**src/design/issue_pkg.sv**
```systemverilog
package issue_pkg;

    // datapath and rename widths
    localparam int XLEN       = 32;
    localparam int ROB_TAG_W  = 4;
    localparam int REG_ADDR_W = 5;
    localparam int ISSUE_OP_W = 4;

    // tag zero marks a ready value with no producer
    localparam logic [ROB_TAG_W-1:0] TAG_NONE = '0;

    // plain vector types
    typedef logic [XLEN-1:0]       word_t;
    typedef logic [REG_ADDR_W-1:0] reg_addr_t;
    typedef logic [ROB_TAG_W-1:0]  rob_tag_t;
    typedef logic [2:0]            funct3_t;

    // ALU packets hold an alu_op_e value here
    // compare and load/store packets hold {1'b0, funct3}
    typedef logic [ISSUE_OP_W-1:0] issue_op_t;

    // funct3 codes the decoder has to single out
    localparam funct3_t F3_ADD  = 3'b000;
    localparam funct3_t F3_SLT  = 3'b010;
    localparam funct3_t F3_SLTU = 3'b011;
    localparam funct3_t F3_SR   = 3'b101;

    // major opcodes handled by the stage
    typedef enum logic [6:0] {
        op_auipc = 7'b0010111,
        op_br    = 7'b1100011,
        op_load  = 7'b0000011,
        op_store = 7'b0100011,
        op_imm   = 7'b0010011,
        op_reg   = 7'b0110011
    } opcode_e;

    // code is {funct7[5], funct3}
    typedef enum logic [ISSUE_OP_W-1:0] {
        alu_add = 4'b0000,
        alu_sll = 4'b0001,
        alu_xor = 4'b0100,
        alu_srl = 4'b0101,
        alu_or  = 4'b0110,
        alu_and = 4'b0111,
        alu_sub = 4'b1000,
        alu_sra = 4'b1101
    } alu_op_e;

    // which consumer an instruction goes to
    // class_none is accepted and dropped without a tag
    typedef enum logic [1:0] {
        class_none = 2'b00,
        class_alu  = 2'b01,
        class_cmp  = 2'b10,
        class_mem  = 2'b11
    } issue_class_e;

endpackage

```
**src/design/instr_field_decode.sv**
```systemverilog
module instr_field_decode
    import issue_pkg::*;
(
    input  word_t        instr_i,

    output reg_addr_t    rs1_o,
    output reg_addr_t    rs2_o,
    output reg_addr_t    rd_o,
    output issue_class_e class_o,
    output issue_op_t    op_o,
    output word_t        imm_o,
    output logic         rs1_is_pc_o,
    output logic         rs2_is_imm_o,
    output logic         store_o,
    output logic         writes_rd_o
);

    opcode_e   opcode;
    funct3_t   funct3;
    logic      funct7_b5;
    logic      rd_zero;
    logic      alt_op;
    alu_op_e   alu_op;
    word_t     i_imm;
    word_t     s_imm;
    word_t     b_imm;
    word_t     u_imm;

    // raw fields
    assign opcode    = opcode_e'(instr_i[6:0]);
    assign funct3    = instr_i[14:12];
    assign funct7_b5 = instr_i[30];
    assign rs1_o     = instr_i[19:15];
    assign rs2_o     = instr_i[24:20];
    assign rd_o      = instr_i[11:7];
    assign rd_zero   = (instr_i[11:7] == '0);

    // sign-extended immediates
    assign i_imm = {{21{instr_i[31]}}, instr_i[30:20]};
    assign s_imm = {{21{instr_i[31]}}, instr_i[30:25], instr_i[11:7]};
    assign b_imm = {{20{instr_i[31]}}, instr_i[7], instr_i[30:25],
                    instr_i[11:8], 1'b0};
    assign u_imm = {instr_i[31:12], 12'h000};

    // funct7 bit 5 only matters for sub and the right shifts
    // addi ignores it, there is no subi
    always_comb begin
        alt_op = 1'b0;
        if (funct3 == F3_SR) begin
            alt_op = funct7_b5;
        end else if (funct3 == F3_ADD && opcode == op_reg) begin
            alt_op = funct7_b5;
        end
        alu_op = alu_op_e'({alt_op, funct3});
    end

    // issue class, op code and immediate per opcode
    always_comb begin
        class_o = class_none;
        op_o    = {1'b0, funct3};
        imm_o   = '0;
        case (opcode)
            op_auipc: begin
                // pc + u_imm on the ALU
                class_o = rd_zero ? class_none : class_alu;
                op_o    = alu_add;
                imm_o   = u_imm;
            end
            op_reg, op_imm: begin
                op_o  = alu_op;
                imm_o = (opcode == op_imm) ? i_imm : '0;
                // set-less-than forms are not handled
                if (funct3 == F3_SLT || funct3 == F3_SLTU) begin
                    class_o = class_none;
                end else if (rd_zero) begin
                    class_o = class_none;
                end else begin
                    class_o = class_alu;
                end
            end
            op_br: begin
                class_o = class_cmp;
                imm_o   = b_imm;
            end
            op_load: begin
                // load to x0 has no visible effect
                class_o = rd_zero ? class_none : class_mem;
                imm_o   = i_imm;
            end
            op_store: begin
                class_o = class_mem;
                imm_o   = s_imm;
            end
            default: begin
                class_o = class_none;
            end
        endcase
    end

    // operand routing flags
    assign rs1_is_pc_o  = (opcode == op_auipc);
    assign rs2_is_imm_o = (opcode == op_imm) || (opcode == op_auipc) ||
                          (opcode == op_load);
    assign store_o      = (opcode == op_store);

    // only ALU results and loads get a renamed destination
    assign writes_rd_o  = (class_o == class_alu) ||
                          (class_o == class_mem && opcode == op_load);

endmodule

```
**src/design/operand_resolve.sv**
```systemverilog
module operand_resolve
    import issue_pkg::*;
(
    input  word_t    rf_rs1_value_i,
    input  word_t    rf_rs2_value_i,
    input  rob_tag_t rf_rs1_tag_i,
    input  rob_tag_t rf_rs2_tag_i,
    input  logic     rob_lookup1_ready_i,
    input  logic     rob_lookup2_ready_i,
    input  word_t    rob_lookup1_value_i,
    input  word_t    rob_lookup2_value_i,

    output rob_tag_t rob_lookup1_tag_o,
    output rob_tag_t rob_lookup2_tag_o,
    output word_t    rs1_value_o,
    output word_t    rs2_value_o,
    output rob_tag_t rs1_tag_o,
    output rob_tag_t rs2_tag_o
);

    logic rs1_hit;
    logic rs2_hit;

    // pending tags go straight to the ROB lookup ports
    // a zero tag looks up nothing
    assign rob_lookup1_tag_o = rf_rs1_tag_i;
    assign rob_lookup2_tag_o = rf_rs2_tag_i;

    // producer already finished but not yet committed
    assign rs1_hit = (rf_rs1_tag_i != TAG_NONE) && rob_lookup1_ready_i;
    assign rs2_hit = (rf_rs2_tag_i != TAG_NONE) && rob_lookup2_ready_i;

    // take the ROB value and drop the tag on a hit
    assign rs1_value_o = rs1_hit ? rob_lookup1_value_i : rf_rs1_value_i;
    assign rs1_tag_o   = rs1_hit ? TAG_NONE : rf_rs1_tag_i;
    assign rs2_value_o = rs2_hit ? rob_lookup2_value_i : rf_rs2_value_i;
    assign rs2_tag_o   = rs2_hit ? TAG_NONE : rf_rs2_tag_i;

endmodule

```
**src/design/issue_ctrl.sv**
```systemverilog
module issue_ctrl
    import issue_pkg::*;
(
    input  logic         clk,
    input  logic         rst,

    // instruction queue
    input  logic         instr_valid_i,
    input  word_t        pc_i,
    output logic         instr_ready_o,

    // decoded fields
    input  issue_class_e class_i,
    input  issue_op_t    op_i,
    input  word_t        imm_i,
    input  reg_addr_t    rd_i,
    input  logic         rs1_is_pc_i,
    input  logic         rs2_is_imm_i,
    input  logic         store_i,
    input  logic         writes_rd_i,

    // resolved operands
    input  word_t        rs1_value_i,
    input  rob_tag_t     rs1_tag_i,
    input  word_t        rs2_value_i,
    input  rob_tag_t     rs2_tag_i,

    // reorder buffer
    input  rob_tag_t     rob_free_tag_i,
    output logic         rob_alloc_o,
    output word_t        rob_alloc_pc_o,
    output reg_addr_t    rob_alloc_rd_o,
    output logic         rob_alloc_store_o,

    // register file rename
    output logic         rename_we_o,
    output reg_addr_t    rename_rd_o,
    output rob_tag_t     rename_tag_o,

    // consumers
    input  logic         alu_full_i,
    input  logic         cmp_full_i,
    input  logic         lsb_full_i,
    output logic         alu_valid_o,
    output logic         cmp_valid_o,
    output logic         lsb_valid_o,

    // shared dispatch bus
    output issue_op_t    issue_op_o,
    output rob_tag_t     issue_rob_tag_o,
    output word_t        issue_rs1_value_o,
    output rob_tag_t     issue_rs1_tag_o,
    output word_t        issue_rs2_value_o,
    output rob_tag_t     issue_rs2_tag_o,
    output word_t        issue_imm_o,
    output word_t        issue_pc_o,
    output logic         lsb_store_o
);

    logic     target_full;
    logic     accept;
    logic     issue;
    word_t    op1_value;
    rob_tag_t op1_tag;
    word_t    op2_value;
    rob_tag_t op2_tag;

    // full flag of whichever consumer the class selects
    always_comb begin
        case (class_i)
            class_alu: target_full = alu_full_i;
            class_cmp: target_full = cmp_full_i;
            class_mem: target_full = lsb_full_i;
            default:   target_full = 1'b0;
        endcase
    end

    // discarded instructions never wait
    assign instr_ready_o = (class_i == class_none) ||
                           (!target_full && rob_free_tag_i != TAG_NONE);
    assign accept        = instr_valid_i && instr_ready_o;
    assign issue         = accept && (class_i != class_none);

    // ROB entry, same cycle as the accept
    assign rob_alloc_o       = issue;
    assign rob_alloc_pc_o    = pc_i;
    assign rob_alloc_rd_o    = writes_rd_i ? rd_i : '0;
    assign rob_alloc_store_o = store_i;

    // rd now waits on the new tag
    assign rename_we_o  = issue && writes_rd_i;
    assign rename_rd_o  = rd_i;
    assign rename_tag_o = rob_free_tag_i;

    // auipc takes pc as the first operand
    assign op1_value = rs1_is_pc_i ? pc_i : rs1_value_i;
    assign op1_tag   = rs1_is_pc_i ? TAG_NONE : rs1_tag_i;

    // immediate ops, auipc and loads take the immediate as second operand
    assign op2_value = rs2_is_imm_i ? imm_i : rs2_value_i;
    assign op2_tag   = rs2_is_imm_i ? TAG_NONE : rs2_tag_i;

    // one-cycle valid pulse toward the selected consumer
    always_ff @(posedge clk) begin
        if (rst) begin
            alu_valid_o <= 1'b0;
            cmp_valid_o <= 1'b0;
            lsb_valid_o <= 1'b0;
        end else begin
            alu_valid_o <= issue && (class_i == class_alu);
            cmp_valid_o <= issue && (class_i == class_cmp);
            lsb_valid_o <= issue && (class_i == class_mem);
        end
    end

    // packet is only meaningful while a valid is high
    always_ff @(posedge clk) begin
        if (issue) begin
            issue_op_o        <= op_i;
            issue_rob_tag_o   <= rob_free_tag_i;
            issue_rs1_value_o <= op1_value;
            issue_rs1_tag_o   <= op1_tag;
            issue_rs2_value_o <= op2_value;
            issue_rs2_tag_o   <= op2_tag;
            issue_imm_o       <= imm_i;
            issue_pc_o        <= pc_i;
            lsb_store_o       <= store_i;
        end
    end

endmodule

```
**src/design/decode_issue_top.sv**
```systemverilog
module decode_issue_top
    import issue_pkg::*;
(
    input  logic      clk,
    input  logic      rst,

    // instruction queue
    input  logic      instr_valid_i,
    input  word_t     instr_i,
    input  word_t     pc_i,
    output logic      instr_ready_o,

    // register file read
    output reg_addr_t rf_rs1_addr_o,
    output reg_addr_t rf_rs2_addr_o,
    input  word_t     rf_rs1_value_i,
    input  rob_tag_t  rf_rs1_tag_i,
    input  word_t     rf_rs2_value_i,
    input  rob_tag_t  rf_rs2_tag_i,

    // reorder buffer lookup
    output rob_tag_t  rob_lookup1_tag_o,
    output rob_tag_t  rob_lookup2_tag_o,
    input  logic      rob_lookup1_ready_i,
    input  word_t     rob_lookup1_value_i,
    input  logic      rob_lookup2_ready_i,
    input  word_t     rob_lookup2_value_i,

    // reorder buffer allocation
    input  rob_tag_t  rob_free_tag_i,
    output logic      rob_alloc_o,
    output word_t     rob_alloc_pc_o,
    output reg_addr_t rob_alloc_rd_o,
    output logic      rob_alloc_store_o,

    // register file rename
    output logic      rename_we_o,
    output reg_addr_t rename_rd_o,
    output rob_tag_t  rename_tag_o,

    // consumers
    input  logic      alu_full_i,
    input  logic      cmp_full_i,
    input  logic      lsb_full_i,
    output logic      alu_valid_o,
    output logic      cmp_valid_o,
    output logic      lsb_valid_o,
    output issue_op_t issue_op_o,
    output rob_tag_t  issue_rob_tag_o,
    output word_t     issue_rs1_value_o,
    output rob_tag_t  issue_rs1_tag_o,
    output word_t     issue_rs2_value_o,
    output rob_tag_t  issue_rs2_tag_o,
    output word_t     issue_imm_o,
    output word_t     issue_pc_o,
    output logic      lsb_store_o
);

    // decoder to issue control
    reg_addr_t    dec_rd;
    issue_class_e dec_class;
    issue_op_t    dec_op;
    word_t        dec_imm;
    logic         dec_rs1_is_pc;
    logic         dec_rs2_is_imm;
    logic         dec_store;
    logic         dec_writes_rd;

    // resolved operands
    word_t        res_rs1_value;
    word_t        res_rs2_value;
    rob_tag_t     res_rs1_tag;
    rob_tag_t     res_rs2_tag;

    // register fields address the register file directly
    instr_field_decode u_decode (
        .instr_i      (instr_i),
        .rs1_o        (rf_rs1_addr_o),
        .rs2_o        (rf_rs2_addr_o),
        .rd_o         (dec_rd),
        .class_o      (dec_class),
        .op_o         (dec_op),
        .imm_o        (dec_imm),
        .rs1_is_pc_o  (dec_rs1_is_pc),
        .rs2_is_imm_o (dec_rs2_is_imm),
        .store_o      (dec_store),
        .writes_rd_o  (dec_writes_rd)
    );

    operand_resolve u_resolve (
        .rf_rs1_value_i      (rf_rs1_value_i),
        .rf_rs2_value_i      (rf_rs2_value_i),
        .rf_rs1_tag_i        (rf_rs1_tag_i),
        .rf_rs2_tag_i        (rf_rs2_tag_i),
        .rob_lookup1_ready_i (rob_lookup1_ready_i),
        .rob_lookup2_ready_i (rob_lookup2_ready_i),
        .rob_lookup1_value_i (rob_lookup1_value_i),
        .rob_lookup2_value_i (rob_lookup2_value_i),
        .rob_lookup1_tag_o   (rob_lookup1_tag_o),
        .rob_lookup2_tag_o   (rob_lookup2_tag_o),
        .rs1_value_o         (res_rs1_value),
        .rs2_value_o         (res_rs2_value),
        .rs1_tag_o           (res_rs1_tag),
        .rs2_tag_o           (res_rs2_tag)
    );

    issue_ctrl u_ctrl (
        .clk               (clk),
        .rst               (rst),
        .instr_valid_i     (instr_valid_i),
        .pc_i              (pc_i),
        .instr_ready_o     (instr_ready_o),
        .class_i           (dec_class),
        .op_i              (dec_op),
        .imm_i             (dec_imm),
        .rd_i              (dec_rd),
        .rs1_is_pc_i       (dec_rs1_is_pc),
        .rs2_is_imm_i      (dec_rs2_is_imm),
        .store_i           (dec_store),
        .writes_rd_i       (dec_writes_rd),
        .rs1_value_i       (res_rs1_value),
        .rs1_tag_i         (res_rs1_tag),
        .rs2_value_i       (res_rs2_value),
        .rs2_tag_i         (res_rs2_tag),
        .rob_free_tag_i    (rob_free_tag_i),
        .rob_alloc_o       (rob_alloc_o),
        .rob_alloc_pc_o    (rob_alloc_pc_o),
        .rob_alloc_rd_o    (rob_alloc_rd_o),
        .rob_alloc_store_o (rob_alloc_store_o),
        .rename_we_o       (rename_we_o),
        .rename_rd_o       (rename_rd_o),
        .rename_tag_o      (rename_tag_o),
        .alu_full_i        (alu_full_i),
        .cmp_full_i        (cmp_full_i),
        .lsb_full_i        (lsb_full_i),
        .alu_valid_o       (alu_valid_o),
        .cmp_valid_o       (cmp_valid_o),
        .lsb_valid_o       (lsb_valid_o),
        .issue_op_o        (issue_op_o),
        .issue_rob_tag_o   (issue_rob_tag_o),
        .issue_rs1_value_o (issue_rs1_value_o),
        .issue_rs1_tag_o   (issue_rs1_tag_o),
        .issue_rs2_value_o (issue_rs2_value_o),
        .issue_rs2_tag_o   (issue_rs2_tag_o),
        .issue_imm_o       (issue_imm_o),
        .issue_pc_o        (issue_pc_o),
        .lsb_store_o       (lsb_store_o)
    );

endmodule

```
**config.mk**
```make
export PLATFORM = sky130hd
export DESIGN_NAME = decode_issue_top
export DESIGN_NICKNAME = d
export VERILOG_FILES = /design/src/design/issue_pkg.sv /design/src/design/instr_field_decode.sv /design/src/design/operand_resolve.sv /design/src/design/issue_ctrl.sv /design/src/design/decode_issue_top.sv
export SDC_FILE = /design/constraint.sdc
export NUM_CORES = 1
export LEC_CHECK = 0
export BUFFER_PORTS_ARGS = -buffer_cell sky130_fd_sc_hd__buf_2
export CAP_MARGIN = 5
export CELL_PAD_IN_SITES_DETAIL_PLACEMENT = 1
export CELL_PAD_IN_SITES_GLOBAL_PLACEMENT = 2
export CORE_ASPECT_RATIO = 0.9
export CORE_MARGIN = 1
export CORE_UTILIZATION = 27
export CTS_CLUSTER_DIAMETER = 30
export DETAILED_ROUTE_END_ITERATION = 8
export PLACE_DENSITY = 0.9
export SYNTH_ARGS = -nofsm -noshare
export SYNTH_HDL_FRONTEND = slang
export SYNTH_SLANG_ARGS = --single-unit
```
**constraint.sdc**
```tcl
create_clock -name clk -period 14.8 [get_ports clk]
set_clock_uncertainty 0.15 [all_clocks]
set_input_delay 2.96 -clock clk [delete_from_list [all_inputs] [get_ports clk]]
set_output_delay 2.96 -clock clk [all_outputs]
set_load 0.01 [all_outputs]
```
==> run_results.csv <==
group,metric,value,unit
clock_network,clk_pin_slew,0.06,ns
global_routing,first_global_vias,5866,
hold_path,min_path_type,"input pin to register",
die,start_util,27.68,%
critical_path,crit_path_end_kind,"output port",
global_routing,globalRouteTotalUtil,18.07,%
pwr,power_leakage,4.164,nW
yosys,ys_seq_area_share,63.14,%
yosys,ys_types,43,
cells_and_area,regArea,0.004414,mm²
sta,max_clock_freq,116.7,MHz
yosys,synth-async-reset-ratio,0,%
critical_path,crit_fanout,89,
yosys,netlist.area_leader.share,62.28,%
yosys,syn_inst,563,
run_status,run_status,"finished clean",
sta,finalCritPeriodShare,57.89,%
cells_and_area,final_util,37.92,%
yosys,synth_ff_type,"edfxtp_1",
sta,worstMarginPinSlew,1.044,ns
clock_network,cts-root-buf,"clkbuf_16",
cells_and_area,multiInputGateArea,0.001983,mm²
pwr,peakVddDrop,0.05474,mV
placed_design,port_buffers,427,
cells_and_area,syn_to_final_growth,36.99,%
global_routing,grt_first_pass_wirelength,35.20,mm
yosys,synth_nets,775,
detailed_routing,maxUsedRoutingLayer,"met5",
pwr,p_per_area,103.8,mW/mm²
critical_path,cp-start-kind,"input pin",
critical_path,worstPathArrival,5.46,ns
die,dieWidth,171.6,µm
detailed_routing,avgViaCountPerCell,4.522,
cells_and_area,final_nets,1136,
detailed_routing,final_antenna_net_count,0,
sta,setup_viol,0,
global_routing,antenna_found_initial,4,
detailed_routing,drc,0,
detailed_routing,drt_iter0_drc,274,
die,ios,428,
yosys,ys_ff_latch,148,
detailed_routing,dr.pass1.iters,4,
detailed_routing,vias,5793,
detailed_routing,wl_met3,1.921,mm
sta,final.setup.tns,0,ns
die,rows,55,
yosys,avgSynthCellArea,12.42,µm²
yosys,netlist_top_cells_count,"edfxtp_1 (145), nand2_1 (103), buf_4 (62)",
clock_network,clockBufferDepth,2,
run,maxCapViolations,0,
global_routing,gr-total-overflow,0,
yosys,yosysMostFrequentCell,"edfxtp_1",
detailed_routing,wl,24.36,mm
sta,rsz0062_at_grt,"false",
clock_network,cts_sinks,148,
sta,fin_crit,8.568,ns
detailed_routing,wl_met1,9.324,mm
sta,slew_headroom,30.41,%
clock_network,cts_tree,"done",
cells_and_area,drive_gt1_share,51.87,%
placed_design,hpwlAfterDp,18.97,mm
yosys,yosysTopAreaCell,"edfxtp_1",
clock_network,cts_resized,0,
placed_design,gp_congestion,0.8060,
critical_path,worstSetupPathType,"input pin to output port",
yosys,synth_enable_flop_cells,145,
clock_network,cts_setup_buffers,0,
die,die_y,154.7,µm
die,die_area,0.02654,mm²
critical_path,required,11.69,ns
global_routing,grt_max_degree,90,
die,coreArea,0.02526,mm²
detailed_routing,wl_met2,12.72,mm
sta,hold_violations,0,
sta,slew_viol_final,0,
clock_network,cts_hold_buf,0,
cells_and_area,n_fill_cell,2885,
yosys,synth_area,0.006992,mm²
clock_network,cts_made_buffers,17,
detailed_routing,post_drt_wl_per_cell,19.02,µm
yosys,yosys-top-cells-area,"edfxtp_1 (62%), buf_4 (6.7%), nand2_1 (5.5%), mux2i_1 (5.3%), o21ai_0 (2.6%)",
yosys,yosys_warnings,0,
clock_network,htreeDepth,4,
==> final cells by class <==
class                      count  area share [%]
multi-input combinational    323           20.71
clock buffer                  19           4.520
sequential                   148           46.09
tap                          342           4.468
antenna                        2         0.05225
inverter                       1         0.09144
clock inverter                13           1.293
timing repair buffer         433           22.78
==> placed cells by master, fill, tap and decap left out, types with 8 or more instances in the layout <==
cell	instances
buf_2	427
edfxtp_1	145
nand2_1	103
mux2i_1	37
o21ai_0	36
o21a_1	21
nand3_1	20
clkbuf_16	17
and2_1	16
nor2_1	13
a21o_1	11
a21o_2	10
a31oi_1	8
and3_1	8
==> where the power goes <==
group	internal (mW)	total, mW	leakage [nW]	switching, mW
clock network	0.234	0.413	0.267	0.179
registers	0.470	0.472	1.25	0.00196
logic	0.0490	0.109	2.65	0.0598
==> cell families after synthesis <==
kind of cell           count (synthesis)  synth area share [%]
multiplexers                          37                 5.297
AO/OA/AOI/OAI                        102                 9.896
flip-flops                           148                 63.14
buffers and inverters                 92                 8.930
AND/OR/NAND/NOR                      184                 12.74
==> worst paths after layout <==
path / startpoint / to / slack [ns] / cells after the start
setup / recovery: instr_i[6] / rob_alloc_o / 6.23 / 8
hold / removal: rob_free_tag_i[2] / u_ctrl.issue_rob_tag_o[2] / 2.60 / 1
==> sequential cells by signal, summed over array words and instances, names as in the netlist <==
name                      count
u_ctrl.issue_imm_o           32
u_ctrl.issue_pc_o            32
u_ctrl.issue_rs1_value_o     32
u_ctrl.issue_rs2_value_o     32
u_ctrl.issue_op_o             4
u_ctrl.issue_rob_tag_o        4
u_ctrl.issue_rs1_tag_o        4
u_ctrl.issue_rs2_tag_o        4
u_ctrl.alu_valid_o            1
u_ctrl.cmp_valid_o            1
u_ctrl.lsb_store_o            1
u_ctrl.lsb_valid_o            1
==> stage by stage <==
stage | instances | total power, mW | setup WS, ns | hold slack [ns] | cell area [µm²]
finish | 1281 | 0.9941 | 6.232 | 2.601 | 9578
global placement | 1247 | 0.5890 | 6.258 | 3.011 | 9016
detailed placement | 1247 | 0.5917 | 6.199 | 3.016 | 9016
global route | 1281 | 1.032 | 6.042 | 2.578 | 9578
CTS | 1279 | 1.011 | 6.193 | 2.572 | 9573
floorplan | 563 | 0.5394 | 4.831 | 2.889 | 6992
==> routing by layer <==
layer,track usage (%),vias up
li1,-,2710
met4,6.420,4
met2,32.54,271
met5,0,-
met1,20.00,2785
met3,5.271,23
==> critical path, cell delays in order <==
cell,delay (ns)
buf_2,0.18
nand4bb_1,0.28
nor3_4,0.14
buf_4,0.72
o21a_1,0.27
o2111ai_2,0.28
inv_6,0.39
buf_2,0.21
Note: power is estimated with default switching activity, not from simulation.
